--- config.mk ---
export PLATFORM = sky130hd
export DESIGN_NAME = neighbor_aggregator
export DESIGN_NICKNAME = d
export VERILOG_FILES = /design/src/gat_pkg.sv /design/src/neighbor_aggregator.sv
export SDC_FILE = /design/constraint.sdc
export NUM_CORES = 2
export LEC_CHECK = 0
export ABC_AREA = 1
export BUFFER_PORTS_ARGS = -buffer_cell sky130_fd_sc_hd__buf_2
export CORE_MARGIN = 2
export CORE_UTILIZATION = 51
export DETAILED_ROUTE_END_ITERATION = 12
export GPL_ROUTABILITY_DRIVEN = 0
export PLACE_DENSITY = 0.78
export SYNTH_ARGS = -nofsm -noshare
export SYNTH_HDL_FRONTEND = slang
export SYNTH_SLANG_ARGS = --single-unit
--- constraint.sdc ---
create_clock -name clk -period 13.52 [get_ports clk]
set_input_delay 2.704 -clock clk [delete_from_list [all_inputs] [get_ports clk]]
set_output_delay 2.704 -clock clk [all_outputs]
set_load 0.005 [all_outputs]
--- src/gat_pkg.sv ---
package gat_pkg;

  // ==========================================================
  // Vector geometry and number formats
  // ==========================================================

  // Output feature lanes per vector
  localparam int NUM_FEATURE_OUT = 8;

  // Signed WH lane
  localparam int WH_DATA_WIDTH = 12;

  // Unsigned alpha, fraction bits only
  localparam int ALPHA_DATA_WIDTH = 16;

  // Largest neighbor count per node
  localparam int MAX_NEIGHBORS = 16;

  // Full precision product plus sign bit plus guard bits for the neighbor sum
  localparam int NEW_FEATURE_WIDTH =
    WH_DATA_WIDTH + ALPHA_DATA_WIDTH + 1 + $clog2(MAX_NEIGHBORS);

  // ==========================================================
  // Lane and stream payload types
  // ==========================================================

  // Named signed lane types keep each selected lane signed
  typedef logic signed [WH_DATA_WIDTH-1:0]     wh_lane_t;
  typedef logic signed [NEW_FEATURE_WIDTH-1:0] feat_lane_t;

  // One transformed neighbor row, lane 0 in the low bits
  typedef struct packed {
    wh_lane_t [NUM_FEATURE_OUT-1:0] lanes;
  } wh_row_t;

  // One attention coefficient, last marks the node's final neighbor
  typedef struct packed {
    logic [ALPHA_DATA_WIDTH-1:0] alpha;
    logic                        last;
  } coef_beat_t;

  // Accumulated new feature vector
  typedef struct packed {
    feat_lane_t [NUM_FEATURE_OUT-1:0] lanes;
  } new_feat_t;

endpackage

--- src/neighbor_aggregator.sv ---
`timescale 1ns/1ps

module neighbor_aggregator (
  input  logic                  clk,
  input  logic                  rst_n,

  input  gat_pkg::wh_row_t      wh_head,
  input  logic                  wh_head_valid,
  output logic                  wh_pop,

  input  gat_pkg::coef_beat_t   coef_head,
  input  logic                  coef_head_valid,
  output logic                  coef_pop,

  output gat_pkg::new_feat_t    feat_out,
  output logic                  feat_valid,
  input  logic                  feat_ready
);

  import gat_pkg::*;

  // Alpha seen as a non-negative signed value
  logic signed [ALPHA_DATA_WIDTH:0] alpha_s;

  logic      pair_valid;
  logic      last_pair;
  logic      out_free;
  logic      accept;
  logic      first_pair;

  new_feat_t prod;
  new_feat_t sum;
  new_feat_t acc;

  // ==========================================================
  // Pair acceptance
  // ==========================================================

  assign pair_valid = wh_head_valid && coef_head_valid;
  assign last_pair  = coef_head.last;

  // Output slot is free when empty or drained on this edge
  assign out_free = !feat_valid || feat_ready;

  // Last pair waits for the output slot, others never stall
  assign accept = pair_valid && (!last_pair || out_free);

  assign wh_pop   = accept;
  assign coef_pop = accept;

  // ==========================================================
  // Lane multiply and accumulate
  // ==========================================================

  assign alpha_s = {1'b0, coef_head.alpha};

  // Operands are sign extended to the full lane width before the multiply
  always_comb begin
    for (int i = 0; i < NUM_FEATURE_OUT; i++) begin
      prod.lanes[i] = $signed(wh_head.lanes[i]) * alpha_s;
      if (first_pair) begin
        sum.lanes[i] = prod.lanes[i];
      end else begin
        sum.lanes[i] = acc.lanes[i] + prod.lanes[i];
      end
    end
  end

  // Set while no pair of the current node has been taken
  always_ff @(posedge clk or negedge rst_n) begin
    if (!rst_n) begin
      first_pair <= 1'b1;
    end else if (accept) begin
      first_pair <= last_pair;
    end
  end

  // Running per-lane sums of the node in progress
  always_ff @(posedge clk) begin
    if (accept && !last_pair) begin
      acc <= sum;
    end
  end

  // ==========================================================
  // Finished vector register
  // ==========================================================

  always_ff @(posedge clk) begin
    if (accept && last_pair) begin
      feat_out <= sum;
    end
  end

  // Next node keeps accumulating while this one waits
  always_ff @(posedge clk or negedge rst_n) begin
    if (!rst_n) begin
      feat_valid <= 1'b0;
    end else if (accept && last_pair) begin
      feat_valid <= 1'b1;
    end else if (feat_ready) begin
      feat_valid <= 1'b0;
    end
  end

endmodule

Yosys cells after proc, flatten, opt, wreduce, memory -nomap -nowiden
Cells that the tools add are included.

operators by class
  reductions and logical operators = 9
  multiply operators = 8
  mux-type cells = 10
  add/subtract/negate cells = 8

operators by type and width
  cell                 number
  $add A33 B29 Y33     8
  $mux W33             8
  $mul A12 B17 Y29     8
  $logic_and A1 B1 Y1  4
  $logic_not A1 Y1     2
  $logic_or A1 B1 Y1   2
  $mux W1              2
  $reduce_bool A2 Y1   1

word-level totals
  bits in registers = 530
  input port bits = 118

Longest topological paths before layout
  word-level depth = 6
  depth in mapped cells = 39

Least setup slack after synthesis
OpenSTA, ideal clock, no wires.

  kind = input port to flip-flop
  start point = input feat_ready
  end point = register feat_out[0] (netlist bit) (enable)
  data arrival time = 13.821 ns
  stages on the path = 4
  data required time = 12.626 ns
  path buffers = 0
  path slack = -1.195 ns
  library setup time = 0.894 ns
  cell sequence = inv_1 nand2_1 nand3_1 nor2_1

on the way
  cells in the longest elaborated chain, start to end = 4

RTL lines
  element               RTL line                   RTL
  from (decl)           neighbor_aggregator.sv:17  input logic feat_ready
  $logic_or A1 B1 Y1    neighbor_aggregator.sv:43  assign out_free = !feat_valid || feat_ready;
  $logic_or A1 B1 Y1    neighbor_aggregator.sv:46  assign accept = pair_valid && (!last_pair || out_free);
  $logic_and A1 B1 Y1   neighbor_aggregator.sv:46
  $logic_and A1 B1 Y1   neighbor_aggregator.sv:90  if (accept && last_pair) begin
  to (signal assigned)  neighbor_aggregator.sv:91  feat_out <= sum;
  to (decl)             neighbor_aggregator.sv:15  output gat_pkg::new_feat_t feat_out,

No other way between the ends.
A chain may end at the register's enable or synchronous reset.

==> metrics.txt <==
# TYPE chip_impl_metric gauge
chip_impl_info{name="outcome",value="complete, no violations"} 1
chip_impl_metric{name="routedWlPerCell",unit="um"} 16.90
chip_impl_metric{name="clockBufferDepth",unit=""} 3
chip_impl_info{name="synth_most_common_cell",value="sky130_fd_sc_hd__nand2_1"} 1
chip_impl_metric{name="hold_viol_final",unit=""} 0
chip_impl_metric{name="detail_route.first_pass.iterations",unit=""} 8
chip_impl_metric{name="ys_types",unit=""} 48
chip_impl_metric{name="overflow",unit=""} 0
chip_impl_info{name="ys_top_cells_by_area",value="sky130_fd_sc_hd__fa_1, sky130_fd_sc_hd__edfxtp_1, sky130_fd_sc_hd__nand2_1"} 1
chip_impl_metric{name="worst_pin_slew",unit="ps"} 1017
chip_impl_info{name="crit_family",value="adder cells"} 1
chip_impl_info{name="element_type_at_the_critical_path_end",value="register"} 1
chip_impl_info{name="worst_setup_path_category",value="in -> reg"} 1
chip_impl_metric{name="final.fill_count",unit=""} 16640
chip_impl_metric{name="timing.setup.tns",unit="ps"} 0
chip_impl_metric{name="route.antenna.remaining_nets",unit=""} 0
chip_impl_metric{name="detail_route.wirelength",unit="um"} 253200
chip_impl_metric{name="antenna_violations_before_repair",unit=""} 42
chip_impl_metric{name="synth_largest_type_area_fraction",unit=""} 0.2484
chip_impl_metric{name="drt_first_iter_violations",unit=""} 6340
chip_impl_metric{name="post-dp-hpwl",unit="um"} 198500
chip_impl_info{name="cpMaxStageDelayCell",value="sky130_fd_sc_hd__buf_4"} 1
chip_impl_metric{name="first_global_vias",unit=""} 78340
chip_impl_info{name="critical_path.most_common_cell",value="sky130_fd_sc_hd__nand2_1"} 1
chip_impl_metric{name="maxCapViolCount",unit=""} 0
chip_impl_metric{name="number_of_buffers_inserted_during_clock_tree_synthesis",unit=""} 71
chip_impl_metric{name="fin_skew",unit="ps"} 50.57
chip_impl_metric{name="mapped_avg_cell_area",unit="sq um"} 7.358
chip_impl_metric{name="worst-endpoint-arrival",unit="ps"} 10020
chip_impl_metric{name="initial_core_util",unit=""} 0.5131
chip_impl_metric{name="critical_path.max_fanout",unit=""} 52
chip_impl_metric{name="boundaryPins",unit=""} 385
chip_impl_metric{name="die-area",unit="sq um"} 182900
chip_impl_metric{name="core-area",unit="sq um"} 178400
chip_impl_metric{name="cts.reportedPaths.clkPinSlew",unit="ps"} 60
chip_impl_metric{name="port_buffers",unit=""} 384
chip_impl_metric{name="worstSkewPairLatency",unit="ps"} 750
chip_impl_metric{name="fin_crit_sh",unit=""} 0.7083
chip_impl_metric{name="critical_path_buf_inv_count",unit=""} 7
chip_impl_info{name="start_kind",value="input pin"} 1
chip_impl_metric{name="flip_flop_and_latch_count_after_synthesis",unit=""} 530
chip_impl_metric{name="max_slew_margin",unit=""} 0.3214
chip_impl_metric{name="grt_first_pass_wirelength",unit="um"} 408000
chip_impl_metric{name="synthArstFlopShare",unit=""} 0.003774
chip_impl_metric{name="detailroute.via_count",unit=""} 79240
chip_impl_info{name="hp-start",value="feat_valid$_DFFE_PN0P_"} 1
chip_impl_info{name="synth_top_area_cell",value="sky130_fd_sc_hd__fa_1"} 1
chip_impl_metric{name="areaGrowthSynthToFinish",unit="%"} 6.700
chip_impl_info{name="r2r-start",value="first_pair$_DFFE_PN1P_"} 1
chip_impl_metric{name="ctsHoldBuffers",unit=""} 0
chip_impl_metric{name="number_of_enable_type_register_cells_in_the_synthesized_netlist",unit=""} 528
chip_impl_metric{name="ys_warn_count",unit=""} 0
chip_impl_info{name="tritoncts_clock_tree",value="yes"} 1
chip_impl_metric{name="drv_slew",unit=""} 0
chip_impl_metric{name="grt_util_all_layers",unit=""} 0.2800
chip_impl_metric{name="max_stage_delay",unit="ps"} 730
chip_impl_metric{name="dieHeight",unit="um"} 427.7
chip_impl_metric{name="post_route_cells_drive_above_1_share",unit=""} 0.05564
chip_impl_metric{name="setup_viol",unit=""} 0
chip_impl_info{name="grt_setup_unrepaired",value="no"} 1
chip_impl_metric{name="cts.repair_timing.setup_buffer_count",unit=""} 0
chip_impl_info{name="min_path_type",value="reg -> reg"} 1
chip_impl_metric{name="worst-endpoint-required",unit="ps"} 13960
chip_impl_metric{name="post-route-drc-count",unit=""} 0
chip_impl_metric{name="dieWidth",unit="um"} 427.7
chip_impl_info{name="cp-startpoint",value="coef_head[10]"} 1
chip_impl_info{name="netlist_top_cells_count",value="sky130_fd_sc_hd__nand2_1, sky130_fd_sc_hd__inv_1, sky130_fd_sc_hd__fa_1"} 1
chip_impl_metric{name="timing.fmax",unit="GHz"} 0.1044
chip_impl_metric{name="seq_area_frac_synth",unit=""} 0.1738
chip_impl_metric{name="synth_nets",unit=""} 14640
chip_impl_info{name="synthFlopType",value="sky130_fd_sc_hd__edfxtp_1"} 1
chip_impl_metric{name="cts_resized",unit=""} 0
chip_impl_metric{name="final_worst_path_period_need",unit="ps"} 9577
chip_impl_metric{name="num-nets-final",unit=""} 14720
chip_impl_metric{name="tritoncts_num_sinks",unit=""} 530
chip_impl_metric{name="fp-row-count",unit=""} 155
chip_impl_metric{name="via_density",unit=""} 5.291
chip_impl_metric{name="htree_levels",unit=""} 3
chip_impl_metric{name="grt_max_degree",unit=""} 145
chip_impl_metric{name="post_synth_inst_count",unit=""} 12440
chip_impl_metric{name="post_synth_instance_area",unit="sq um"} 91540
chip_impl_info{name="clock-root-buffer",value="sky130_fd_sc_hd__clkbuf_16"} 1
[worst min-delay path, delay by kind of cell, from the launching register on]
| family | cells | cell delay (ps) |
|---|---|---|
| compound gates | 1 | 60 |
| flops | 1 | 360 |
| simple gates | 1 | 70 |
[cell usage in the layout (no fill, tap or decap), types with 37 or more instances in the layout]
cell type                      n
sky130_fd_sc_hd__buf_2       368
sky130_fd_sc_hd__a21oi_1     469
sky130_fd_sc_hd__clkbuf_16    72
sky130_fd_sc_hd__xnor2_1      37
sky130_fd_sc_hd__fa_1       1136
sky130_fd_sc_hd__nor2_1      679
sky130_fd_sc_hd__nand3b_1     81
sky130_fd_sc_hd__diode_2      40
sky130_fd_sc_hd__edfxtp_1    528
sky130_fd_sc_hd__nand4_1     108
sky130_fd_sc_hd__nor3_1      103
sky130_fd_sc_hd__xor2_1       83
sky130_fd_sc_hd__o21bai_1     63
sky130_fd_sc_hd__nand3_1     465
sky130_fd_sc_hd__ha_1        944
sky130_fd_sc_hd__and2_1       73
sky130_fd_sc_hd__buf_4        53
sky130_fd_sc_hd__nand2_1    3884
sky130_fd_sc_hd__nand2_2      42
sky130_fd_sc_hd__inv_1      2847
sky130_fd_sc_hd__or2_2        38
sky130_fd_sc_hd__o21ai_0     236
[cell type report]
type                    count  area, sq um  share of cell area
flip-flops and latches    530        15910              0.1629
diodes                     40        100.1            0.001025
inverters                2863        10750              0.1101
clock buffers              84         1857             0.01901
repair buffers            422         2260             0.02314
clock inverters            47        516.7            0.005291
well taps                2355         2947             0.03017
multi-input cells        8636        63330              0.6484
[cell families after synthesis]
logic type	Yosys count	share of synthesized area
AO/OA/AOI/OAI	879	0.05253
adder cells (fa/ha/maj)	2080	0.3775
AND/OR/NAND/NOR	5549	0.2488
buffers and inverters	3275	0.1346
flip-flops	530	0.1738
XOR/XNOR	128	0.01290
[metal layers]
layer	routed length, um	track usage
met4	13040	0.1433
met5	62	0
met1	103300	0.3657
met3	19920	0.03957
met2	116800	0.4542
[final timing paths]
kind	to	slack (ps)	cells after the start
max reg2reg	feat_out[201]$_DFFE_PP_	10330	3
min	feat_valid$_DFFE_PN0P_	520	2
max in group asynchronous	first_pair$_DFFE_PN1P_	11570	1
min reg2reg	feat_valid$_DFFE_PN0P_	520	2
min in group asynchronous	feat_valid$_DFFE_PN0P_	1750	1
max	acc[28]$_DFFE_PP_	3940	31
[registers in the layout (all words and copies together), names as in the netlist]
name and count:
feat_valid 1, feat_out 264, first_pair 1, acc 264
[stage by stage]
step	util	cells	hold slack (ps)	worst slack, ps	area (sq um)
finish	0.5474	14980	523.9	3943	97670
global route	0.5473	14970	598.2	3461	97660
CTS	0.5469	14940	532.9	4124	97570
detailed placement	0.5336	14810	515.9	3391	95200
global placement	0.5336	14810	504.0	3547	95200
floorplan	-	12440	494.2	3275	91540
Power is left out: the tool's default activity adds up to more than one toggle a clock period on the data nets, which glitch-free logic cannot reach.
