===== src/gat_pkg.sv =====
package gat_pkg;

  // ==========================================================
  // Vector geometry and number formats
  // ==========================================================

  // Output feature lanes per vector
  localparam int NUM_FEATURE_OUT = 8;

  // Signed WH lane
  localparam int WH_DATA_WIDTH = 12;

  // Unsigned alpha, fraction bits only
  localparam int ALPHA_DATA_WIDTH = 16;

  // Largest neighbor count per node
  localparam int MAX_NEIGHBORS = 16;

  // Full precision product plus sign bit plus guard bits for the neighbor sum
  localparam int NEW_FEATURE_WIDTH =
    WH_DATA_WIDTH + ALPHA_DATA_WIDTH + 1 + $clog2(MAX_NEIGHBORS);

  // ==========================================================
  // Lane and stream payload types
  // ==========================================================

  // Named signed lane types keep each selected lane signed
  typedef logic signed [WH_DATA_WIDTH-1:0]     wh_lane_t;
  typedef logic signed [NEW_FEATURE_WIDTH-1:0] feat_lane_t;

  // One transformed neighbor row, lane 0 in the low bits
  typedef struct packed {
    wh_lane_t [NUM_FEATURE_OUT-1:0] lanes;
  } wh_row_t;

  // One attention coefficient, last marks the node's final neighbor
  typedef struct packed {
    logic [ALPHA_DATA_WIDTH-1:0] alpha;
    logic                        last;
  } coef_beat_t;

  // Accumulated new feature vector
  typedef struct packed {
    feat_lane_t [NUM_FEATURE_OUT-1:0] lanes;
  } new_feat_t;

endpackage


===== src/feature_controller.sv =====
`timescale 1ns/1ps

module feature_controller #(
  parameter int FEAT_FIFO_DEPTH = 2,
  parameter int FEAT_ADDR_W     = 6
) (
  input  logic                                  clk,
  input  logic                                  rst_n,

  input  gat_pkg::new_feat_t                    new_feat,
  input  logic                                  new_feat_valid,
  output logic                                  new_feat_ready,

  output logic                                  feat_bram_en,
  output logic [FEAT_ADDR_W-1:0]                feat_bram_addr,
  output logic [gat_pkg::NEW_FEATURE_WIDTH-1:0] feat_bram_din
);

  import gat_pkg::*;

  localparam int LANE_W = (NUM_FEATURE_OUT > 1) ? $clog2(NUM_FEATURE_OUT) : 1;

  new_feat_t         fifo_head;
  logic              fifo_head_valid;
  logic              fifo_pop;

  new_feat_t         held;
  new_feat_t         cur_vec;
  logic [LANE_W-1:0] lane_cnt;
  logic [FEAT_ADDR_W-1:0] addr_reg;

  sync_fifo #(
    .payload_t (new_feat_t),
    .DEPTH     (FEAT_FIFO_DEPTH)
  ) u_feat_fifo (
    .clk       (clk),
    .rst_n     (rst_n),
    .in        (new_feat),
    .in_valid  (new_feat_valid),
    .in_ready  (new_feat_ready),
    .out       (fifo_head),
    .out_valid (fifo_head_valid),
    .out_ready (fifo_pop)
  );

  // ==========================================================
  // Lane sequencing
  // ==========================================================

  // Counter at zero means idle
  assign fifo_pop = (lane_cnt == '0) && fifo_head_valid;

  // Lane 0 comes straight from the queue head, later lanes from the held copy
  assign cur_vec = (lane_cnt == '0) ? fifo_head : held;

  always_ff @(posedge clk or negedge rst_n) begin
    if (!rst_n) begin
      lane_cnt <= '0;
    end else if (feat_bram_en) begin
      lane_cnt <= (lane_cnt == LANE_W'(NUM_FEATURE_OUT - 1)) ? '0 : lane_cnt + 1'b1;
    end
  end

  always_ff @(posedge clk) begin
    if (fifo_pop) begin
      held <= fifo_head;
    end
  end

  // ==========================================================
  // BRAM write port
  // ==========================================================

  assign feat_bram_en   = fifo_pop || (lane_cnt != '0);
  assign feat_bram_din  = cur_vec.lanes[lane_cnt];
  assign feat_bram_addr = addr_reg;

  // Running address, wraps with its width
  always_ff @(posedge clk or negedge rst_n) begin
    if (!rst_n) begin
      addr_reg <= '0;
    end else if (feat_bram_en) begin
      addr_reg <= addr_reg + 1'b1;
    end
  end

endmodule


===== src/sync_fifo.sv =====
`timescale 1ns/1ps

module sync_fifo #(
  parameter type payload_t = logic,
  parameter int  DEPTH     = 4
) (
  input  logic     clk,
  input  logic     rst_n,
  input  payload_t in,
  input  logic     in_valid,
  output logic     in_ready,
  output payload_t out,
  output logic     out_valid,
  input  logic     out_ready
);

  localparam int PTR_W = (DEPTH > 1) ? $clog2(DEPTH) : 1;
  localparam int CNT_W = $clog2(DEPTH + 1);

  payload_t         mem [DEPTH];
  logic [PTR_W-1:0] wr_ptr;
  logic [PTR_W-1:0] rd_ptr;
  logic [CNT_W-1:0] count;
  logic             push;
  logic             pop;

  assign in_ready  = (count != CNT_W'(DEPTH));
  assign out_valid = (count != '0);
  assign push      = in_valid && in_ready;
  assign pop       = out_valid && out_ready;

  // Head is read straight from storage
  assign out = mem[rd_ptr];

  always_ff @(posedge clk) begin
    if (push) begin
      mem[wr_ptr] <= in;
    end
  end

  // Pointers wrap explicitly so DEPTH need not be a power of two
  always_ff @(posedge clk or negedge rst_n) begin
    if (!rst_n) begin
      wr_ptr <= '0;
      rd_ptr <= '0;
      count  <= '0;
    end else begin
      if (push) begin
        wr_ptr <= (wr_ptr == PTR_W'(DEPTH - 1)) ? '0 : wr_ptr + 1'b1;
      end
      if (pop) begin
        rd_ptr <= (rd_ptr == PTR_W'(DEPTH - 1)) ? '0 : rd_ptr + 1'b1;
      end
      if (push && !pop) begin
        count <= count + 1'b1;
      end else if (pop && !push) begin
        count <= count - 1'b1;
      end
    end
  end

endmodule

===== config.mk =====
export PLATFORM = sky130hd
export DESIGN_NAME = feature_controller
export DESIGN_NICKNAME = d
export VERILOG_FILES = /design/src/gat_pkg.sv /design/src/feature_controller.sv /design/src/sync_fifo.sv
export SDC_FILE = /design/constraint.sdc
export NUM_CORES = 1
export LEC_CHECK = 0
export ABC_CLOCK_PERIOD_IN_PS = 15700
export BUFFER_PORTS_ARGS = -buffer_cell sky130_fd_sc_hd__buf_2
export CAP_MARGIN = 30
export CORE_MARGIN = 1
export CORE_UTILIZATION = 50
export CTS_CLUSTER_SIZE = 30
export DETAILED_ROUTE_END_ITERATION = 8
export PLACE_DENSITY = 0.8
export SETUP_SLACK_MARGIN = 0.1
export SLEW_MARGIN = 25
export SYNTH_ARGS = -nofsm -noshare
export SYNTH_HDL_FRONTEND = slang
export SYNTH_HIERARCHICAL = 1
export SYNTH_SLANG_ARGS = --single-unit

===== constraint.sdc =====
create_clock -name clk -period 15.7 [get_ports clk]
set_input_delay 2.355 -clock clk [delete_from_list [all_inputs] [get_ports clk]]
set_output_delay 2.355 -clock clk [all_outputs]
set_load 0.1 [all_outputs]

Word-level counts from Yosys, hierarchy flattened
Memories as Yosys holds them, arrays and structs flattened.
Index checks and enable logic that the tools add are counted.

operators by class
  magnitude comparators = 1
  muxes and demuxes = 10
  reduce and logical (&&, ||, !) cells = 12
  equality and inequality tests = 2
  add/sub/neg operators = 6

operators with widths
  operator               count
  $mux W264              1
  $bmux W33 S3           1
  $mux W33               1
  $add A6 B1 Y6 const B  1
  $logic_and A1 B1 Y1    5
  $lt A3 B4 Y1 const B   1
  $mux W1                4
  $mux W2                2
  $reduce_bool A2 Y1     2
  $add A3 B1 Y3 const B  1
  $eq A3 B3 Y1 const B   1
  $logic_not A3 Y1       1
  $mux W3                1
  $reduce_bool A3 Y1     1
  $add A1 B1 Y1 const B  2
  $add A2 B1 Y2 const B  1
  $logic_not A1 Y1       2
  $ne A2 B2 Y1 const B   1
  $sub A2 B1 Y2 const B  1
  $logic_or A1 B1 Y1     1

storage, ports and cells
  register bits = 277
  memories = 1
  bits in writable memories = 528
  output and inout port bits = 41
  bits of input ports = 267
  word-level logic and storage cells = 45

memories
  memory           depth  bits a word  read ports  clocked after Yosys merged registers in  wr ports  line             RTL
  u_feat_fifo.mem  2      264          1           0                                        1         sync_fifo.sv:20  payload_t mem [DEPTH];

Longest topological paths before layout
  depth in word-level cells = 6
  gate-level depth with buffers = 11
  mapped depth without buffers = 9

Cells and area by module
The synthesis kept the hierarchy.

by module, submodules not included
  module              times used  area each (µm²)  seq. area each (µm²)  cells an instance
  sync_fifo           1           19342.3          15955.3               839
  feature_controller  1           13973.4          8152.8                1052

Worst setup path before layout
Ideal clock, no wire load.

  kind = in2reg
  from = input new_feat_valid
  to = memory u_feat_fifo/mem[0][0] (netlist bit) (enable)
  buffers on the path = 0
  arrival time = 13.444 ns
  slack = 1.361 ns
  required time = 14.805 ns
  setup time = 0.895 ns
  cell stages on the path = 2
  cell sequence = nand2_1 nor2_1

on the way
  longest elaborated chain between the ends = 3

RTL lines
  element                        line                      RTL
  start: declaration             feature_controller.sv:11  input logic new_feat_valid,
  $logic_and A1 B1 Y1            sync_fifo.sv:29           assign push = in_valid && in_ready;
  $mux W1                        sync_fifo.sv:36           if (push) begin
  $mux W1 (implied by the code)  sync_fifo.sv:37           mem[wr_ptr] <= in;
  end: declaration               sync_fifo.sv:20

No other way between the ends.

==> flow_summary.json <==
{
  "cts_buffer_depth": 3,
  "antenna_found_initial": 21,
  "min_delay_path_depth": 1,
  "hp-start": "feat_bram_addr[5]$_DFFE_PN0P_",
  "setup_viol": 0,
  "hold_end": "feat_bram_addr[5]$_DFFE_PN0P_",
  "drt_iter0_markers": 1764,
  "vias_per_cell": 6.01,
  "timing.setup.tns_ns": 0,
  "synthTopCellsByArea": "edfxtp_1 71%, mux2_2 10%, and3b_1 6.9%",
  "globalRouteMet3Util": 0.0440,
  "syn_area_per_cell_um2": 17.6,
  "yosys.area.top_type": "edfxtp_1",
  "dieWidth_um": 260,
  "synth_edf_count": 792,
  "grt_max_degree": 130,
  "critPathTopFamily": "buffers and inverters",
  "post_drt_wl_per_cell_um": 26.2,
  "power_density_nw_per_um2": 231,
  "finalHoldViolCount": 0,
  "cts_made_buffers": 82,
  "synthCells": 1891,
  "r2r-start": "lane_cnt[0]$_DFFE_PN0P_",
  "dp_hpwl_mm": 52.2,
  "cts_resized": 0,
  "yosysWarnings": 6,
  "cp.required_ns": 13.35,
  "synth_flop_cell": "edfxtp_1",
  "drc": 0,
  "status": "finished clean",
  "place.gp.congestion": 0.819,
  "drv_cap": 0,
  "post_cts_buffers": 0,
  "start_kind": "flip-flop",
  "maxSlewViolCount": 0,
  "reg2reg_slack_ns": 11.44,
  "clock_sinks": 805,
  "clkTransAtPathRegs_ns": 0.06,
  "rows": 94,
  "die_area_um2": 67700,
  "grt_pass1_wl_mm": 120,
  "holdCritPathClass": "flip-flop to flip-flop",
  "synth_seq_area_share": 0.724,
  "syn_nets": 2163,
  "use_met1": 0.325,
  "period_minus_slack_ns": 7.79,
  "post_route_cells_drive_above_1_share": 0.351,
  "grt_pass1_vias": 19200,
  "synth-seq-cells": 805,
  "yosysTopAreaCellShare": 0.714,
  "area_growth_pct": 15.1,
  "die_h_um": 260,
  "synth_cell_type_count": 29,
  "num_vias": 18700,
  "grtUsageTotal": 0.239,
  "finalNonFillerCells": 3113,
  "max_freq_mhz": 128,
  "cts_tree": "built",
  "io_pins": 308,
  "design.core.area_um2": 65900,
  "skew_ns": 0.0301,
  "path_cells": "buf_12 > buf_4 > buf_12 > mux2_2 > and3b_1 > a211oi_1 > nor4_2 > mux2_2 > buf_2",
  "htree_levels": 3,
  "holdBufCountCts": 0,
  "slowest_stage": "dfrtp_4",
  "period_share": 0.496,
  "critPathCaptureType": "output pin",
  "port_buffers": 307,
  "ys_async_sr_fraction": 0.0161,
  "final_nets": 2445,
  "worst-slew-pin-transition_ns": 1.00,
  "top_usage_layer": "met2",
  "wirelength_mm": 81.4,
  "use_met2": 0.389,
  "leakage_nw": 13.7,
  "slowest_delay_ns": 0.99,
  "worstSkewPairLatency_ns": 0.63,
  "clockRootBuffer": "clkbuf_16",
  "cp_data_arrival_time_ns": 5.43,
  "dr.pass1.iters": 5,
  "dp_cells": 2947,
  "rsz0062_at_grt": "false",
  "grt-ovfl-total": 0,
  "yosysMostFrequentCell": "edfxtp_1",
  "startpoint": "u_feat_fifo/rd_ptr$_DFFE_PN0P_",
  "timing.rr.end": "held[77]$_DFFE_PP_",
  "ant_nets": 0,
  "initial_core_util": 0.506,
  "synth_area_um2": 33300,
  "crit_type": "flip-flop to output pin",
  "synth_common_cells": "792 x edfxtp_1, 297 x mux2_2, 264 x a211oi_1, 264 x and3b_1, 66 x nor4_1",
  "path_buf_inv": 4,
  "worst-r2r-cell-count": 8,
  "crit_fanout": 129,
  "slew_headroom": 0.325,
  "vdd_ir_drop_max_mv": 0.326
}
-- flip-flops by register name (all words and copies together), names as in the netlist --
| name | cells |
|---|---|
| u_feat_fifo/mem | 528 |
| held | 264 |
| feat_bram_addr | 6 |
| lane_cnt | 3 |
| u_feat_fifo/count | 2 |
| u_feat_fifo/rd_ptr | 1 |
| u_feat_fifo/wr_ptr | 1 |
-- cells in the final DEF, fill, tap and decap left out, drive strengths merged, types with 3 or more instances in the layout --
| cell type | count |
|---|---|
| a211oi | 264 |
| and3b | 264 |
| buf | 345 |
| bufinv | 6 |
| clkbuf | 109 |
| clkinv | 28 |
| clkinvlp | 4 |
| dfrtp | 13 |
| diode | 11 |
| edfxtp | 792 |
| ha | 5 |
| inv | 7 |
| mux2 | 297 |
| nand2 | 8 |
| nand2b | 4 |
| nor2 | 3 |
| nor4 | 66 |
| xnor2 | 8 |
-- how the worst max path moves through the flow --
stage,endpoint,slack [ns],depth (start not counted)
3_5_place_dp,feat_bram_din[25],8.47,8
2_1_floorplan,u_feat_fifo/mem[0][0]$_DFFE_PP_,1.36,2
5_1_grt,feat_bram_din[23],7.78,9
4_1_cts,feat_bram_din[0],7.77,8
3_3_place_gp,feat_bram_din[24],8.29,8
6_report,feat_bram_din[3],7.91,9
-- worst register-to-register path, stage by stage (launching register included) --
cell	delay [ns]
dfrtp_1	0.49
inv_1	0.16
ha_4	0.59
nor2b_1	0.21
and2_4	0.65
buf_4	0.64
buf_16	0.33
buf_4	0.47
buf_16	0.31
-- stage by stage --
step	hold WS (ns)	total power, W	util	setup slack [ns]	instance area (µm²)
2_1_floorplan	0.456	0.00610	-	1.36	33300
3_3_place_gp	0.457	0.00683	0.538	8.29	35500
3_5_place_dp	0.483	0.00696	0.541	8.47	35600
4_1_cts	0.491	0.00885	0.580	7.77	38200
5_1_grt	0.525	0.00916	0.582	7.78	38400
6_report	0.487	0.00886	0.582	7.91	38400
-- cells by family after synthesis --
family / synth area share
buf+inv: 0.0257
flops: 0.724
xor+xnor: 0.00263
fa+ha+maj: 0.00188
simple gates: 0.0860
mux: 0.100
compound gates: 0.0598
-- routing by layer --
metal / share of wire / wire [µm]
met5: 0.00016 / 13
met4: 0.027 / 2240
met3: 0.077 / 6280
met2: 0.49 / 39800
met1: 0.41 / 33100
-- report_power, final --
| group | internal [W] | leakage, nW | total [W] | switching, W |
|---|---|---|---|---|
| combinational | 0.00105 | 5.02 | 0.00367 | 0.00263 |
| clock | 0.00109 | 1.25 | 0.00188 | 0.000797 |
| sequential | 0.00310 | 7.47 | 0.00330 | 0.000203 |
| total | 0.00523 | 13.7 | 0.00886 | 0.00363 |
-- cell type report --
type                            instances  area (µm²)
Clock buffer                          108        2190
Sequential cell                       805       24100
Tap cell                              864        1080
Multi-Input combinational cell        934        8520
Timing Repair Buffer                  346        2020
Inverter                                4        15.0
Fill cell                            4821       27500
Clock inverter                         41         390
Antenna cell                           11        27.5
Note: power is estimated with default switching activity, not from simulation.
