File: src/sync_fifo.sv
`timescale 1ns/1ps

module sync_fifo #(
  parameter type payload_t = logic,
  parameter int  DEPTH     = 4
) (
  input  logic     clk,
  input  logic     rst_n,
  input  payload_t in,
  input  logic     in_valid,
  output logic     in_ready,
  output payload_t out,
  output logic     out_valid,
  input  logic     out_ready
);

  localparam int PTR_W = (DEPTH > 1) ? $clog2(DEPTH) : 1;
  localparam int CNT_W = $clog2(DEPTH + 1);

  payload_t         mem [DEPTH];
  logic [PTR_W-1:0] wr_ptr;
  logic [PTR_W-1:0] rd_ptr;
  logic [CNT_W-1:0] count;
  logic             push;
  logic             pop;

  assign in_ready  = (count != CNT_W'(DEPTH));
  assign out_valid = (count != '0);
  assign push      = in_valid && in_ready;
  assign pop       = out_valid && out_ready;

  // Head is read straight from storage
  assign out = mem[rd_ptr];

  always_ff @(posedge clk) begin
    if (push) begin
      mem[wr_ptr] <= in;
    end
  end

  // Pointers wrap explicitly so DEPTH need not be a power of two
  always_ff @(posedge clk or negedge rst_n) begin
    if (!rst_n) begin
      wr_ptr <= '0;
      rd_ptr <= '0;
      count  <= '0;
    end else begin
      if (push) begin
        wr_ptr <= (wr_ptr == PTR_W'(DEPTH - 1)) ? '0 : wr_ptr + 1'b1;
      end
      if (pop) begin
        rd_ptr <= (rd_ptr == PTR_W'(DEPTH - 1)) ? '0 : rd_ptr + 1'b1;
      end
      if (push && !pop) begin
        count <= count + 1'b1;
      end else if (pop && !push) begin
        count <= count - 1'b1;
      end
    end
  end

endmodule
File: config.mk
export PLATFORM = sky130hd
export DESIGN_NAME = sync_fifo
export DESIGN_NICKNAME = d
export VERILOG_FILES = /design/src/sync_fifo.sv
export SDC_FILE = /design/constraint.sdc
export NUM_CORES = 1
export LEC_CHECK = 0
export BUFFER_PORTS_ARGS = -buffer_cell sky130_fd_sc_hd__clkbuf_2
export CORE_AREA = 2 2 39 41
export CTS_CLUSTER_SIZE = 10
export DETAILED_ROUTE_END_ITERATION = 8
export DIE_AREA = 0 0 41 43
export PLACE_DENSITY = 0.73
export SYNTH_ARGS = -nofsm -noshare
export SYNTH_HDL_FRONTEND = slang
export SYNTH_SLANG_ARGS = --single-unit
File: constraint.sdc
create_clock -name clk -period 4 [get_ports clk]
set_input_delay 0.8 -clock clk [delete_from_list [all_inputs] [get_ports clk]]
set_output_delay 0.8 -clock clk [all_outputs]
set_load 0.005 [all_outputs]
# After elaboration in Yosys (flattened, before gate mapping)
# Memories as Yosys holds them, arrays and structs flattened.
# Cells that the tools add are included.
[totals] register_bits=7 latchBits=0 ramBits=4 mem_bits_ro=0 in_bits=5 output_inout_bits=3 elab_cells=25 memories=1
[classes] addsub=4 n_mul=0 div_mod_pow=0 order_cmp=0 eq_ne=3 shifts=0 n_mux=6 bitwise=0 reduce_logical=8
[memory_table] memory="mem" words=4 word_bits=1 read_ports=1 rd_ports_with_merged_regs=0 wr=1 line_no="20" rtl="payload_t mem [DEPTH];"
[ops] cell="3-bit 2-to-1 mux" count=2
[ops] cell="2-bit by 1-bit adder with 2-bit output, second input constant" count=2
[ops] cell="2-bit == test, second input constant" count=2
[ops] cell="1-bit logical AND" count=4
[ops] cell="2-bit 2-to-1 mux" count=2
[ops] cell="3-bit by 1-bit adder with 3-bit output, second input constant" count=1
[ops] cell="3-bit inequality test, second input constant" count=1
[ops] cell="3-bit nonzero test" count=1
[ops] cell="3-bit by 1-bit subtractor with 3-bit output, second input constant" count=1
[ops] cell="1-bit logical NOT" count=2
[ops] cell="1-bit 2-to-1 mux" count=2
[ops] cell="2-bit nonzero test" count=1

# Longest topological paths before layout
# Gate-level depths: netlist of run 1.
[logic_depth] ltp_word=6 depth_mapped=8 depth_no_buf=8

# Worst setup path after synthesis of run 1
# Ideal clock, no wire load.
[synth_timing] kind="input-to-reg" start="input port in_valid" end="register count[2]" setup_time_ns=0.079 arrival_time_ns=2.033 required_ns=3.921 path_slack_ns=1.888 stages=7 n_path_buf=0 path_cell_list="a21boi_2 ha_1 inv_1 fa_1 xor2_1 nor2_1 xor2_1"
[synth_via] elab_chain_len=4 elab_cells_between_ends=6 classes_between="mux: 1; reduce/logical: 5"
[synth_lines] item="start, declared" line_no="10" rtl="input logic in_valid,"
[synth_lines] item="1-bit logical AND *" line_no="29" rtl="assign push = in_valid && in_ready;"
[synth_lines] item="1-bit logical NOT" line_no="56" rtl="end else if (pop && !push) begin"
[synth_lines] item="1-bit logical AND" line_no="56"
[synth_lines] item="2-bit nonzero test (no source line)"
[synth_lines] item="end signal, assigned" line_no="55" rtl="count <= count + 1'b1;"
[synth_lines] item="end signal, assigned" line_no="57" rtl="count <= count - 1'b1;"
[synth_lines] item="end, declared" line_no="23" rtl="logic [CNT_W-1:0] count;"
# Every way passes the cells marked *; elsewhere a longest branch is shown, timed or not.
# A chain may end at the register's enable or synchronous reset.

# Final worst setup path of run 1
[layout_timing] start="register rd_ptr[0]" end="output port out"
[layout_via] elab_chain_len=1
[layout_lines] item="start, declared" line_no="22" rtl="logic [PTR_W-1:0] rd_ptr;"
[layout_lines] item="start signal, assigned" line_no="52" rtl="rd_ptr <= (rd_ptr == PTR_W'(DEPTH - 1)) ? '0 : rd_ptr + 1'b1;"
[layout_lines] item="memory read 4 x 1 bit"
[layout_lines] item="end, declared" line_no="12" rtl="output payload_t out,"
# Every way passes these cells.

==> results by group, run 1 <==
Timing
  • Fin crit share: between 50% and 60%
  • Minimum clock period: between 2000 and 2500 ps
  • Clk_skew: 1.53 ps
  • Worst-Margin Slew: approximately 310 ps
  • Fin. max-slew vios: 0
  • TNS Setup: 0 ps
  • Highest clock rate: approximately 470 MHz
  • Max-slew headroom: 79.1%
  • RSZ-0062 raised after global routing: false
  • Setup violations, final: 0
  • Smallest hold slack: 359 ps
  • Final hold vios: 0

Critical path
  • Crit Path Max Fanout: 4
  • Reg2Reg Depth: 8
  • R2R Path Start: count[0]$_DFFE_PN0P_
  • CP Cell Sequence: mux4_2 -> clkbuf_2
  • Critical path class: reg -> out
  • CP Buf/Inv Count: 1
  • Slowest stage delay, CP: 510 ps
  • Critical Path AT: roughly 1300 ps
  • Critical path's top delay family: multiplexers
  • Slowest cell on crit path: mux4_2
  • Startpoint type of the worst setup path: flip-flop
  • FF-to-FF End: count[2]$_DFFE_PN0P_
  • Worst Setup End Kind: output pin
  • Reg-to-reg slack, setup: 1930 ps
  • WP data required: approximately 3200 ps

Placement
  • Post-DP Area: 647 µm²
  • Placer Congestion: 0.723
  • Buffers added on ports: 7

Synthesis
  • Largest family of logic cells by synthesized area: adder cells
  • Multiplexer area fraction after synthesis: 14.6%
  • Warning count from the yosys run: 0
  • Synth Area in XOR/XNOR: 4.44%
  • Syn_area_per_cell: between 10 and 15 µm²
  • Post-synth cell types: 16
  • Synth Area in Adders: 16.1%
  • Seq cells post-synth: 11
  • Register area share after synthesis: 49.9%
  • Cells after synthesis: 42
  • Simple-gate share of the synthesized area: 11.2%
  • Post-Syn Nets: 54
  • Post-synthesis compound-gate area fraction: under 10%
  • Area of the mapped netlist: 592 µm²

Status
  • Result of the run: finished, final reports clean

Layout
  • Nets: 66
  • Fill cells: 135
  • Share of cells above drive strength 1: between 30 and 40%
  • Final Cell Area: 673 µm²
  • Final core occ: 48.6%
  • Synth-to-Final Area Change: 13.7%
  • Most frequent cells in the layout: dfrtp_1 (7), clkbuf_2 (7), ha_1 (6)
  • # diodes: 0

Floorplanning
  • Starting Density: between 40 and 50%
  • IO Pins: 8
  • Die area: 1760 µm²
  • Die Wd: 41 µm
  • Row count: 14
  • Core ar.: 1380 µm²
  • Die H: about 43 µm

Detailed routing
  • WL per Instance: 11.2 µm
  • DRC: 0
  • DR iter-0 viols: 2
  • Drt pass-1 iters: 3
  • Final wirelength: slightly below 800 µm
  • DRT antenna net count: 0
  • Vias per cell: 4.65
  • Vias: around 320

Clock tree
  • H-tree depth: 1
  • Post-cts gate resize count: 0
  • Clock sink count: 11
  • Longest Clk Path Bufs: 2
  • TritonCTS clock tree: built
  • Clk pin slew, worst setup/hold paths: ~70 ps
  • CTS Hold Bufs: 0
  • Worst-Skew Late Latency: roughly 260 ps
  • Setup Fix Bufs, Post-CTS: 0
  • Root Driver: clkbuf_4
  • TritonCTS Buffers: 3

Global route
  • Total GRT Usage: between 10 and 15%
  • Largest net degree at the start of global routing: 8
  • First-pass GRT wire length: 1.24 mm
  • Congestion Overflow GR: 0
  • Vias in the first global route: approximately 270
  • Initial antenna violation count: 0

Flow run
  • Max-Cap Viols: 0

Pwr
  • Pleak: 0.308 nW
  • P_sw: around 0.00017 W
  • Internal cell power: 0.000325 W
  • Sw Share: between 30% and 40%
  • Logic pwr share: 41.3%
  • Tot Pwr: 0.000492 W
  • Worst vdd ir: 0.329 mV
  • Flop pwr share: 43.3%
  • Pwr/cell area: 731 nW/µm²
  • Clock power share: 15.4%

Worst hold path
  • Min-Delay Path Class: in -> async
## stage by stage
| stage | setup slack [ps] | instances |
|---|---|---|
| after detailed placement | 1620 | 65 |
| after CTS | 1870 | 69 |
| after global routing | 1790 | 69 |
| after global placement | 1650 | 65 |
| final | 1880 | 69 |
| after floorplan | 1890 | 42 |
## cell usage after synthesis
master	n	area share (%)
ha_1	6	13
mux4_2	1	3.8
and2_1	4	4.2
mux2_4	2	5.1
nand2_4	1	1.9
or3_4	1	1.9
xnor2_1	1	1.5
fa_1	1	3.4
edfxtp_1	4	20
a21boi_2	1	1.9
dfrtp_1	7	30
xor2_1	2	3.0
inv_1	3	1.9
nand2_1	1	0.63
nor2_1	4	2.5
mux2_2	3	5.7
## power groups by stage
| stage | clock network, W | logic [W] | registers, W |
|---|---|---|---|
| finish | 0.0000759 | 0.000203 | 0.000213 |
| global route | 0.0000868 | 0.000232 | 0.000223 |
| CTS | 0.0000791 | 0.000207 | 0.000215 |
| detailed placement | 0 | 0.000206 | 0.000217 |
| global placement | 0 | 0.000197 | 0.000214 |
| floorplan | 0 | 0.000166 | 0.000205 |
## sequential cells by signal, summed over array words and instances, names as in the netlist
register	cells
mem	4
count	3
rd_ptr	2
wr_ptr	2
## logic make-up after synthesis
| family | after synthesis |
|---|---|
| compound gates | 1 |
| xor+xnor | 3 |
| fa+ha+maj | 7 |
| buf+inv | 3 |
| flops | 11 |
| mux | 6 |
| simple gates | 11 |
## per-layer routing
metal,vias up,wire length [µm],track usage (%)
met1,151,353,15.0
met4,0,14,8.00
met2,5,381,14.4
met3,2,24,4.71
met5,-,0,0
li1,163,-,-
## area by class of cell
class	count	area (µm²)	share of cell area, %
repair buffers	7	35.0	5.20
well taps	16	20.0	2.97
multi-input cells	28	285	42.4
flip-flops and latches	11	295	43.9
clock buffers	4	26.3	3.90
inverters	3	11.3	1.67
## worst max path at each step
stage / cells after the start / endpoint / from
floorplan: 7 / count[2]$_DFFE_PN0P_ / in_valid
global placement: 8 / count[2]$_DFFE_PN0P_ / in_valid
detailed placement: 8 / count[2]$_DFFE_PN0P_ / in_valid
CTS: 2 / out / rd_ptr[0]$_DFFE_PN0P_
global route: 2 / out / rd_ptr[0]$_DFFE_PN0P_
finish: 2 / out / rd_ptr[0]$_DFFE_PN0P_
(Power assumes the default switching activity.)
==> run 2: changes to the inputs <==
==> constraint.sdc (replaced) <==
create_clock -name clk -period 2 [get_ports clk]
set_input_delay 0.4 -clock clk [delete_from_list [all_inputs] [get_ports clk]]
set_output_delay 0.4 -clock clk [all_outputs]
set_load 0.005 [all_outputs]
==> run 2 against run 1 <==
Net effect:
- sequential cell count did not move
- global-route usage increased by 1.5 points
- clock power is 92% higher
- clock skew rose by 4.2 ps
==> results by group, run 2 (synthesis results as in run 1) <==
Pwr
  • Tot Pwr: 0.00108 W (+120%)
  • Worst vdd ir: 0.639 mV (+94%)
  • Pwr/cell area: 1460 nW/µm² (+100%)
  • Pleak: 0.341 nW (+11%)

Timing
  • Fin crit share: a little over nine tenths
  • Smallest hold slack: 359 ps (+0.340 ps)
  • Setup violations, final: 0 (unchanged)
  • Highest clock rate: 520 MHz
  • Max-slew headroom: 85.6% (+6.5 points)
  • Worst-Margin Slew: 215 ps (-97.5 ps)
  • Final hold vios: 0 (unchanged)
  • Minimum clock period: ~1900 ps
  • Fin. max-slew vios: 0 (unchanged)
  • Clk_skew: 5.68 ps (+4.16 ps)

Detailed routing
  • DRC: 0 (unchanged)
  • WL per Instance: 12.1 µm (+8.3%)
  • Vias: 349 (+8.7%)
  • Final wirelength: 923 µm (+19%)
  • DR iter-0 viols: 0 (-2)
  • Vias per cell: 4.59 (-1.3%)
  • DRT antenna net count: 0 (unchanged)
  • Drt pass-1 iters: 1 (-2)

Placement
  • Inst Count DP: 71 (+9.2%)
  • Buffers added on ports: 7 (unchanged)
  • Post-DP Area: 692 µm² (+7.0%)
  • Post-DP HPWL: 751 µm
  • Placer Congestion: 0.757 (+4.6%)

Layout
  • Biggest register: mem
  • Fill cells: 117 (-13%)
  • Final Cell Area: 743 µm² (+10%)
  • Largest register FFs: 4 (unchanged)
  • Nets: 73 (+11%)
  • # diodes: 0 (unchanged)
  • Most frequent cells in the layout: dfrtp_1 (7), clkbuf_2 (7), buf_4 (6)
  • Finished Layout Cells: 76 (+10%)
  • Area of the multi-input gates: 300 µm² (+5.3%)
  • Synth-to-Final Area Change: 25.6%
  • Share of cells above drive strength 1: 45.0% (+9.2 points)
  • FF+latch area: 295 µm² (unchanged)
  • Largest regs: mem: 4 flops, count: 3 flops

Clock tree
  • Clk pin slew, worst setup/hold paths: 70 ps (about the same)
  • TritonCTS Buffers: 3 (unchanged)
  • H-tree depth: 1 (unchanged)
  • Longest Clk Path Bufs: 2 (unchanged)
  • Worst-Skew Late Latency: 260 ps (about the same)
  • TritonCTS clock tree: built
  • Root Driver: clkbuf_4
  • Clock sink count: 11 (unchanged)

Floorplanning
  • IO Pins: 8 (unchanged)
  • Starting Density: 42.8% (unchanged)
  • Row count: 14 (unchanged)
  • Die area: 1760 µm² (unchanged)
  • Die H: 43 µm (unchanged)
  • Core ar.: 1380 µm² (unchanged)
  • Die Wd: 41 µm (unchanged)

Critical path
  • Slowest stage delay, CP: 410 ps (-100 ps)
  • WP data required: 2150 ps (-1050 ps)
  • Slowest cell on crit path: or3_4
  • Critical path class: reg -> reg
  • CP Cell Sequence: or3_4 -> nand2_4 -> ha_4 -> inv_1 -> fa_2 -> xor2_1 -> nor2_1 -> xor2_1
  • Startpoint type of the worst setup path: flip-flop
  • Most Frequent Cell on Critical Path: xor2_1
  • Critical Path AT: 2070 ps (+750 ps)
  • Worst Setup End Kind: flip-flop
  • Crit Path Max Fanout: 2 (-2)

Flow run
  • Max-Cap Viols: 0 (unchanged)

Global route
  • Initial antenna violation count: 0 (unchanged)
  • First-pass GRT wire length: 1.40 mm (+13%)
  • Vias in the first global route: 364 (+34%)
  • Largest net degree at the start of global routing: 8 (unchanged)
  • Total GRT Usage: 12.9% (+1.5 points)
  • Congestion Overflow GR: 0 (unchanged)

Status
  • Result of the run: finished, final reports clean

Worst hold path
  • Min-Delay Path Class: in -> reg
[run 2: cell count changes in the layout (fill, tap and decap cells not counted)]
cell | before | now
buf_4 | 0 | 6
dlygate4sd3_1 | 0 | 1
fa_1 | 1 | 0
fa_2 | 0 | 1
ha_1 | 6 | 5
ha_4 | 0 | 1
[run 2: cell type report]
type	instances	area share (%)
clock buffer	4	3.54
inverter	3	1.52
multi-input combinational	28	40.4
sequential	11	39.7
tap	16	2.69
timing repair buffer	14	12.1
[run 2: power breakdown]
part / switching, W / leakage, nW / total (W) / internal, W
logic: 0.000223 / 0.207 / 0.000538 / 0.000315
clock network: 0.0000690 / 0.0150 / 0.000146 / 0.0000770
registers: 0.0000695 / 0.119 / 0.000400 / 0.000331
[run 2: final timing paths]
kind	startpoint	endpoint	slack, ps	depth (start not counted)
setup / recovery	count[0]$_DFFE_PN0P_	count[2]$_DFFE_PN0P_	80	8
hold / removal	in	mem[3]$_DFFE_PP_	360	1
setup reg to reg	count[0]$_DFFE_PN0P_	count[2]$_DFFE_PN0P_	80	8
hold reg to reg	wr_ptr[1]$_DFFE_PN0P_	wr_ptr[1]$_DFFE_PN0P_	570	1
max in group asynchronous	rst_n	wr_ptr[1]$_DFFE_PN0P_	1320	2
min in group asynchronous	rst_n	rd_ptr[1]$_DFFE_PN0P_	500	2
[run 2: timing repair]
item	in CTS	in global routing
endpoints found under the hold margin	7	0
resized for setup	0	3
hold buffers	1	0
endpoints found under the setup margin	0	1
setup buffers	0	0
[run 2: per-layer routing]
layer | share of wire (%) | routed length [µm] | global-route usage, % | up-vias
met3 | 2.4 | 22 | 3.14 | 2
met2 | 62 | 575 | 24.1 | 5
met4 | 2.0 | 18 | 6.00 | 0
met5 | 0 | 0 | 0 | -
li1 | - | - | - | 177
met1 | 33 | 307 | 11.6 | 165
[run 2: through the flow]
| stage | TNS (ps) | setup WS [ps] | utilization (%) |
|---|---|---|---|
| 6_report | 0 | 77.6 | 53.7 |
| 5_1_grt | -7.94 | -7.94 | 53.7 |
| 3_3_place_gp | 0 | 100 | 50.0 |
| 2_1_floorplan | 0 | 57.6 | - |
| 4_1_cts | 0 | 9.54 | 52.6 |
| 3_5_place_dp | 0 | 37.8 | 50.0 |
[run 2: worst max-delay path: cells and delay by family, from the launching register on]
family | cells | cell delay [ps]
xor gates and xnor gates | 2 | 330
adders and majority gates | 2 | 470
buffers and inverters | 1 | 50
DFF | 1 | 380
and+or+nand+nor | 3 | 580
==> run 3: changes to the inputs <==
--- a/config.mk
+++ b/config.mk
@@ -5,8 +5,9 @@
 export SDC_FILE = /design/constraint.sdc
 export NUM_CORES = 1
 export LEC_CHECK = 0
-export BUFFER_PORTS_ARGS = -buffer_cell sky130_fd_sc_hd__clkbuf_2
+export BUFFER_PORTS_ARGS = -buffer_cell sky130_fd_sc_hd__buf_4
 export CORE_AREA = 2 2 39 41
+export CTS_BUF_LIST = sky130_fd_sc_hd__clkbuf_4 sky130_fd_sc_hd__clkbuf_8
 export CTS_CLUSTER_SIZE = 10
 export DETAILED_ROUTE_END_ITERATION = 8
 export DIE_AREA = 0 0 41 43
==> run 3 against run 2 <==
Net effect:
- non-clock buffer count unchanged
- global-route usage down 2.4 points
- sequential cell count unchanged
- register-to-register slack better by 60 ps
- total power up 0.89%
- clock skew down 3.4 ps
- first-iteration DRC count up 6
- die area unchanged
- maximum frequency up 3.2%
- critical path type unchanged
- critical endpoint unchanged
==> results by group, run 3 (synthesis results as in run 1) <==
Timing
  • RSZ-0062 raised after global routing: false
  • TNS Setup: 0 ps (unchanged)
  • Final hold vios: 0 (unchanged)
  • Worst-Margin Slew: 217 ps (+2.32 ps)
  • Fin crit share: 93.2% (-3.0 points)
  • Setup violations, final: 0 (unchanged)
  • Max-slew headroom: 85.4% (-0.16 points)
  • Minimum clock period: 1860 ps (-59.3 ps)
  • Fin. max-slew vios: 0 (unchanged)
  • Highest clock rate: 537 MHz (+3.2%)
  • Fin worst setup slack: 137 ps (+59.3 ps)
  • Clk_skew: 2.32 ps (-3.37 ps)

Clock tree
  • Setup Fix Bufs, Post-CTS: 0 (unchanged)
  • Root Driver: clkbuf_4
  • TritonCTS clock tree: built
  • Worst-Skew Late Latency: 260 ps (about the same)
  • H-tree depth: 1 (unchanged)
  • TritonCTS Buffers: 3 (unchanged)
  • Clock sink count: 11 (unchanged)
  • Clk pin slew, worst setup/hold paths: 60 ps (about the same)
  • Longest Clk Path Bufs: 2 (unchanged)

Critical path
  • Worst Setup End Kind: flip-flop
  • Critical Path AT: 2040 ps (-30 ps)
  • Critical Path Stages: 8 (unchanged)
  • WP data required: 2180 ps (+30 ps)
  • Reg2Reg Depth: 8 (unchanged)
  • Slowest stage delay, CP: 410 ps (about the same)
  • Startpoint type of the worst setup path: flip-flop
  • CP Buf/Inv Count: 1 (unchanged)
  • CP Cell Sequence: or3_4 -> nand2_4 -> ha_4 -> inv_1 -> fa_2 -> xor2_1 -> nor2_1 -> xor2_1
  • Crit Path Max Fanout: 2 (unchanged)
  • Most Frequent Cell on Critical Path: xor2_1
  • Slowest cell on crit path: or3_4
  • Critical path's top delay family: simple AND/OR/NAND/NOR gates
  • Critical path class: reg -> reg

Pwr
  • Worst vdd ir: 0.582 mV (-8.9%)
  • Tot Pwr: 0.00109 W (+0.89%)
  • Pwr/cell area: 1430 nW/µm² (-1.9%)
  • Pleak: 0.349 nW (+2.3%)

Placement
  • Buffers added on ports: 7 (unchanged)
  • Post-DP HPWL: 598 µm (-20%)
  • Placer Congestion: 0.715 (-5.5%)
  • Setup WS pre-CTS: 76.3 ps (+38.5 ps)

Layout
  • Synth-to-Final Area Change: 29.2%
  • Largest regs: mem: 4 flops, count: 3 flops
  • Largest register FFs: 4 (unchanged)
  • Most frequent cells in the layout: buf_4 (13), dfrtp_1 (7), ha_1 (5)
  • Share of cells above drive strength 1: 46.7% (+1.7 points)
  • Nets: 73 (unchanged)
  • Biggest register: mem
  • Fill cells: 118 (+0.85%)
  • Most common cell after layout, fill and taps aside: buf_4
  • # diodes: 0 (unchanged)
  • Final core occ: 55.2% (+1.5 points)

Detailed routing
  • DR iter-0 viols: 6 (+6)
  • Drt pass-1 iters: 2 (+1)
  • DRT antenna net count: 0 (unchanged)
  • DRC: 0 (unchanged)
  • WL per Instance: 9.84 µm (-19%)
  • Final wirelength: 748 µm (-19%)
  • Vias: 350 (+0.29%)
  • Vias per cell: 4.61 (+0.29%)

Floorplanning
  • Die area: 1760 µm² (unchanged)
  • Die H: 43 µm (unchanged)
  • Core ar.: 1380 µm² (unchanged)
  • Starting Density: 42.8% (unchanged)
  • IO Pins: 8 (unchanged)
  • Row count: 14 (unchanged)
  • Die Wd: 41 µm (unchanged)

Global route
  • Vias in the first global route: 342 (-6.0%)
  • First-pass GRT wire length: 1.21 mm (-14%)
  • Total GRT Usage: 10.4% (-2.4 points)
  • Congestion Overflow GR: 0 (unchanged)
  • Initial antenna violation count: 0 (unchanged)
  • Largest net degree at the start of global routing: 8 (unchanged)

Worst hold path
  • Min-Delay Path Class: in -> reg
  • WHS Path Cells: 1 (unchanged)

Status
  • Result of the run: finished, final reports clean

Flow run
  • Max-Cap Viols: 0 (unchanged)
## run 3: where the power goes
part,total (W),switching (W),internal [W]
Combinational,0.000543,0.000212,0.000330
Sequential,0.000396,0.0000656,0.000331
Clock,0.000155,0.0000649,0.0000905
## run 3: path summary, 6_finish.rpt
kind	start	endpoint	slack, ps
setup / recovery	count[2]$_DFFE_PN0P_	count[2]$_DFFE_PN0P_	140
hold reg to reg	wr_ptr[1]$_DFFE_PN0P_	wr_ptr[1]$_DFFE_PN0P_	570
setup reg to reg	count[2]$_DFFE_PN0P_	count[2]$_DFFE_PN0P_	140
min in group asynchronous	rst_n	rd_ptr[1]$_DFFE_PN0P_	490
max in group asynchronous	rst_n	wr_ptr[1]$_DFFE_PN0P_	1390
hold / removal	in	mem[2]$_DFFE_PP_	340
## run 3: what timing repair did
item,CTS,global route
endpoints found under the hold margin,7,0
endpoints found under the setup margin,0,1
hold buffers,1,0
gates resized for setup,0,3
## run 3: metal layers
metal | up-vias | global-route usage (%) | routed length [µm]
li1 | 178 | - | -
met1 | 167 | 9.93 | 321
met2 | 5 | 17.2 | 392
met3 | 0 | 7.85 | 34
met4 | 0 | 2.00 | 0
met5 | - | 0 | 0
## run 3: area by class of cell
class | count | area (µm²) | share of cell area, %
well taps | 16 | 20.0 | 2.62
inverters | 3 | 11.3 | 1.47
clock buffers | 4 | 30.0 | 3.93
repair buffers | 14 | 108 | 14.1
multi-input cells | 28 | 300 | 39.3
flip-flops and latches | 11 | 295 | 38.6
## run 3: through the flow
| step | hold WS, ps | cell area, µm² | instances |
|---|---|---|---|
| finish | 340 | 764 | 76 |
| global route | 334 | 764 | 76 |
| CTS | 333 | 749 | 76 |
| detailed placement | 216 | 709 | 71 |
| global placement | 217 | 709 | 71 |
| floorplan | 104 | 592 | 42 |
## run 3: worst reg2reg max path: cells and delay by family (launching register included)
family | cells | cell delay [ps]
simple gates | 3 | 630
flops | 1 | 380
fa+ha+maj | 2 | 450
xor+xnor | 2 | 290
buf+inv | 1 | 50
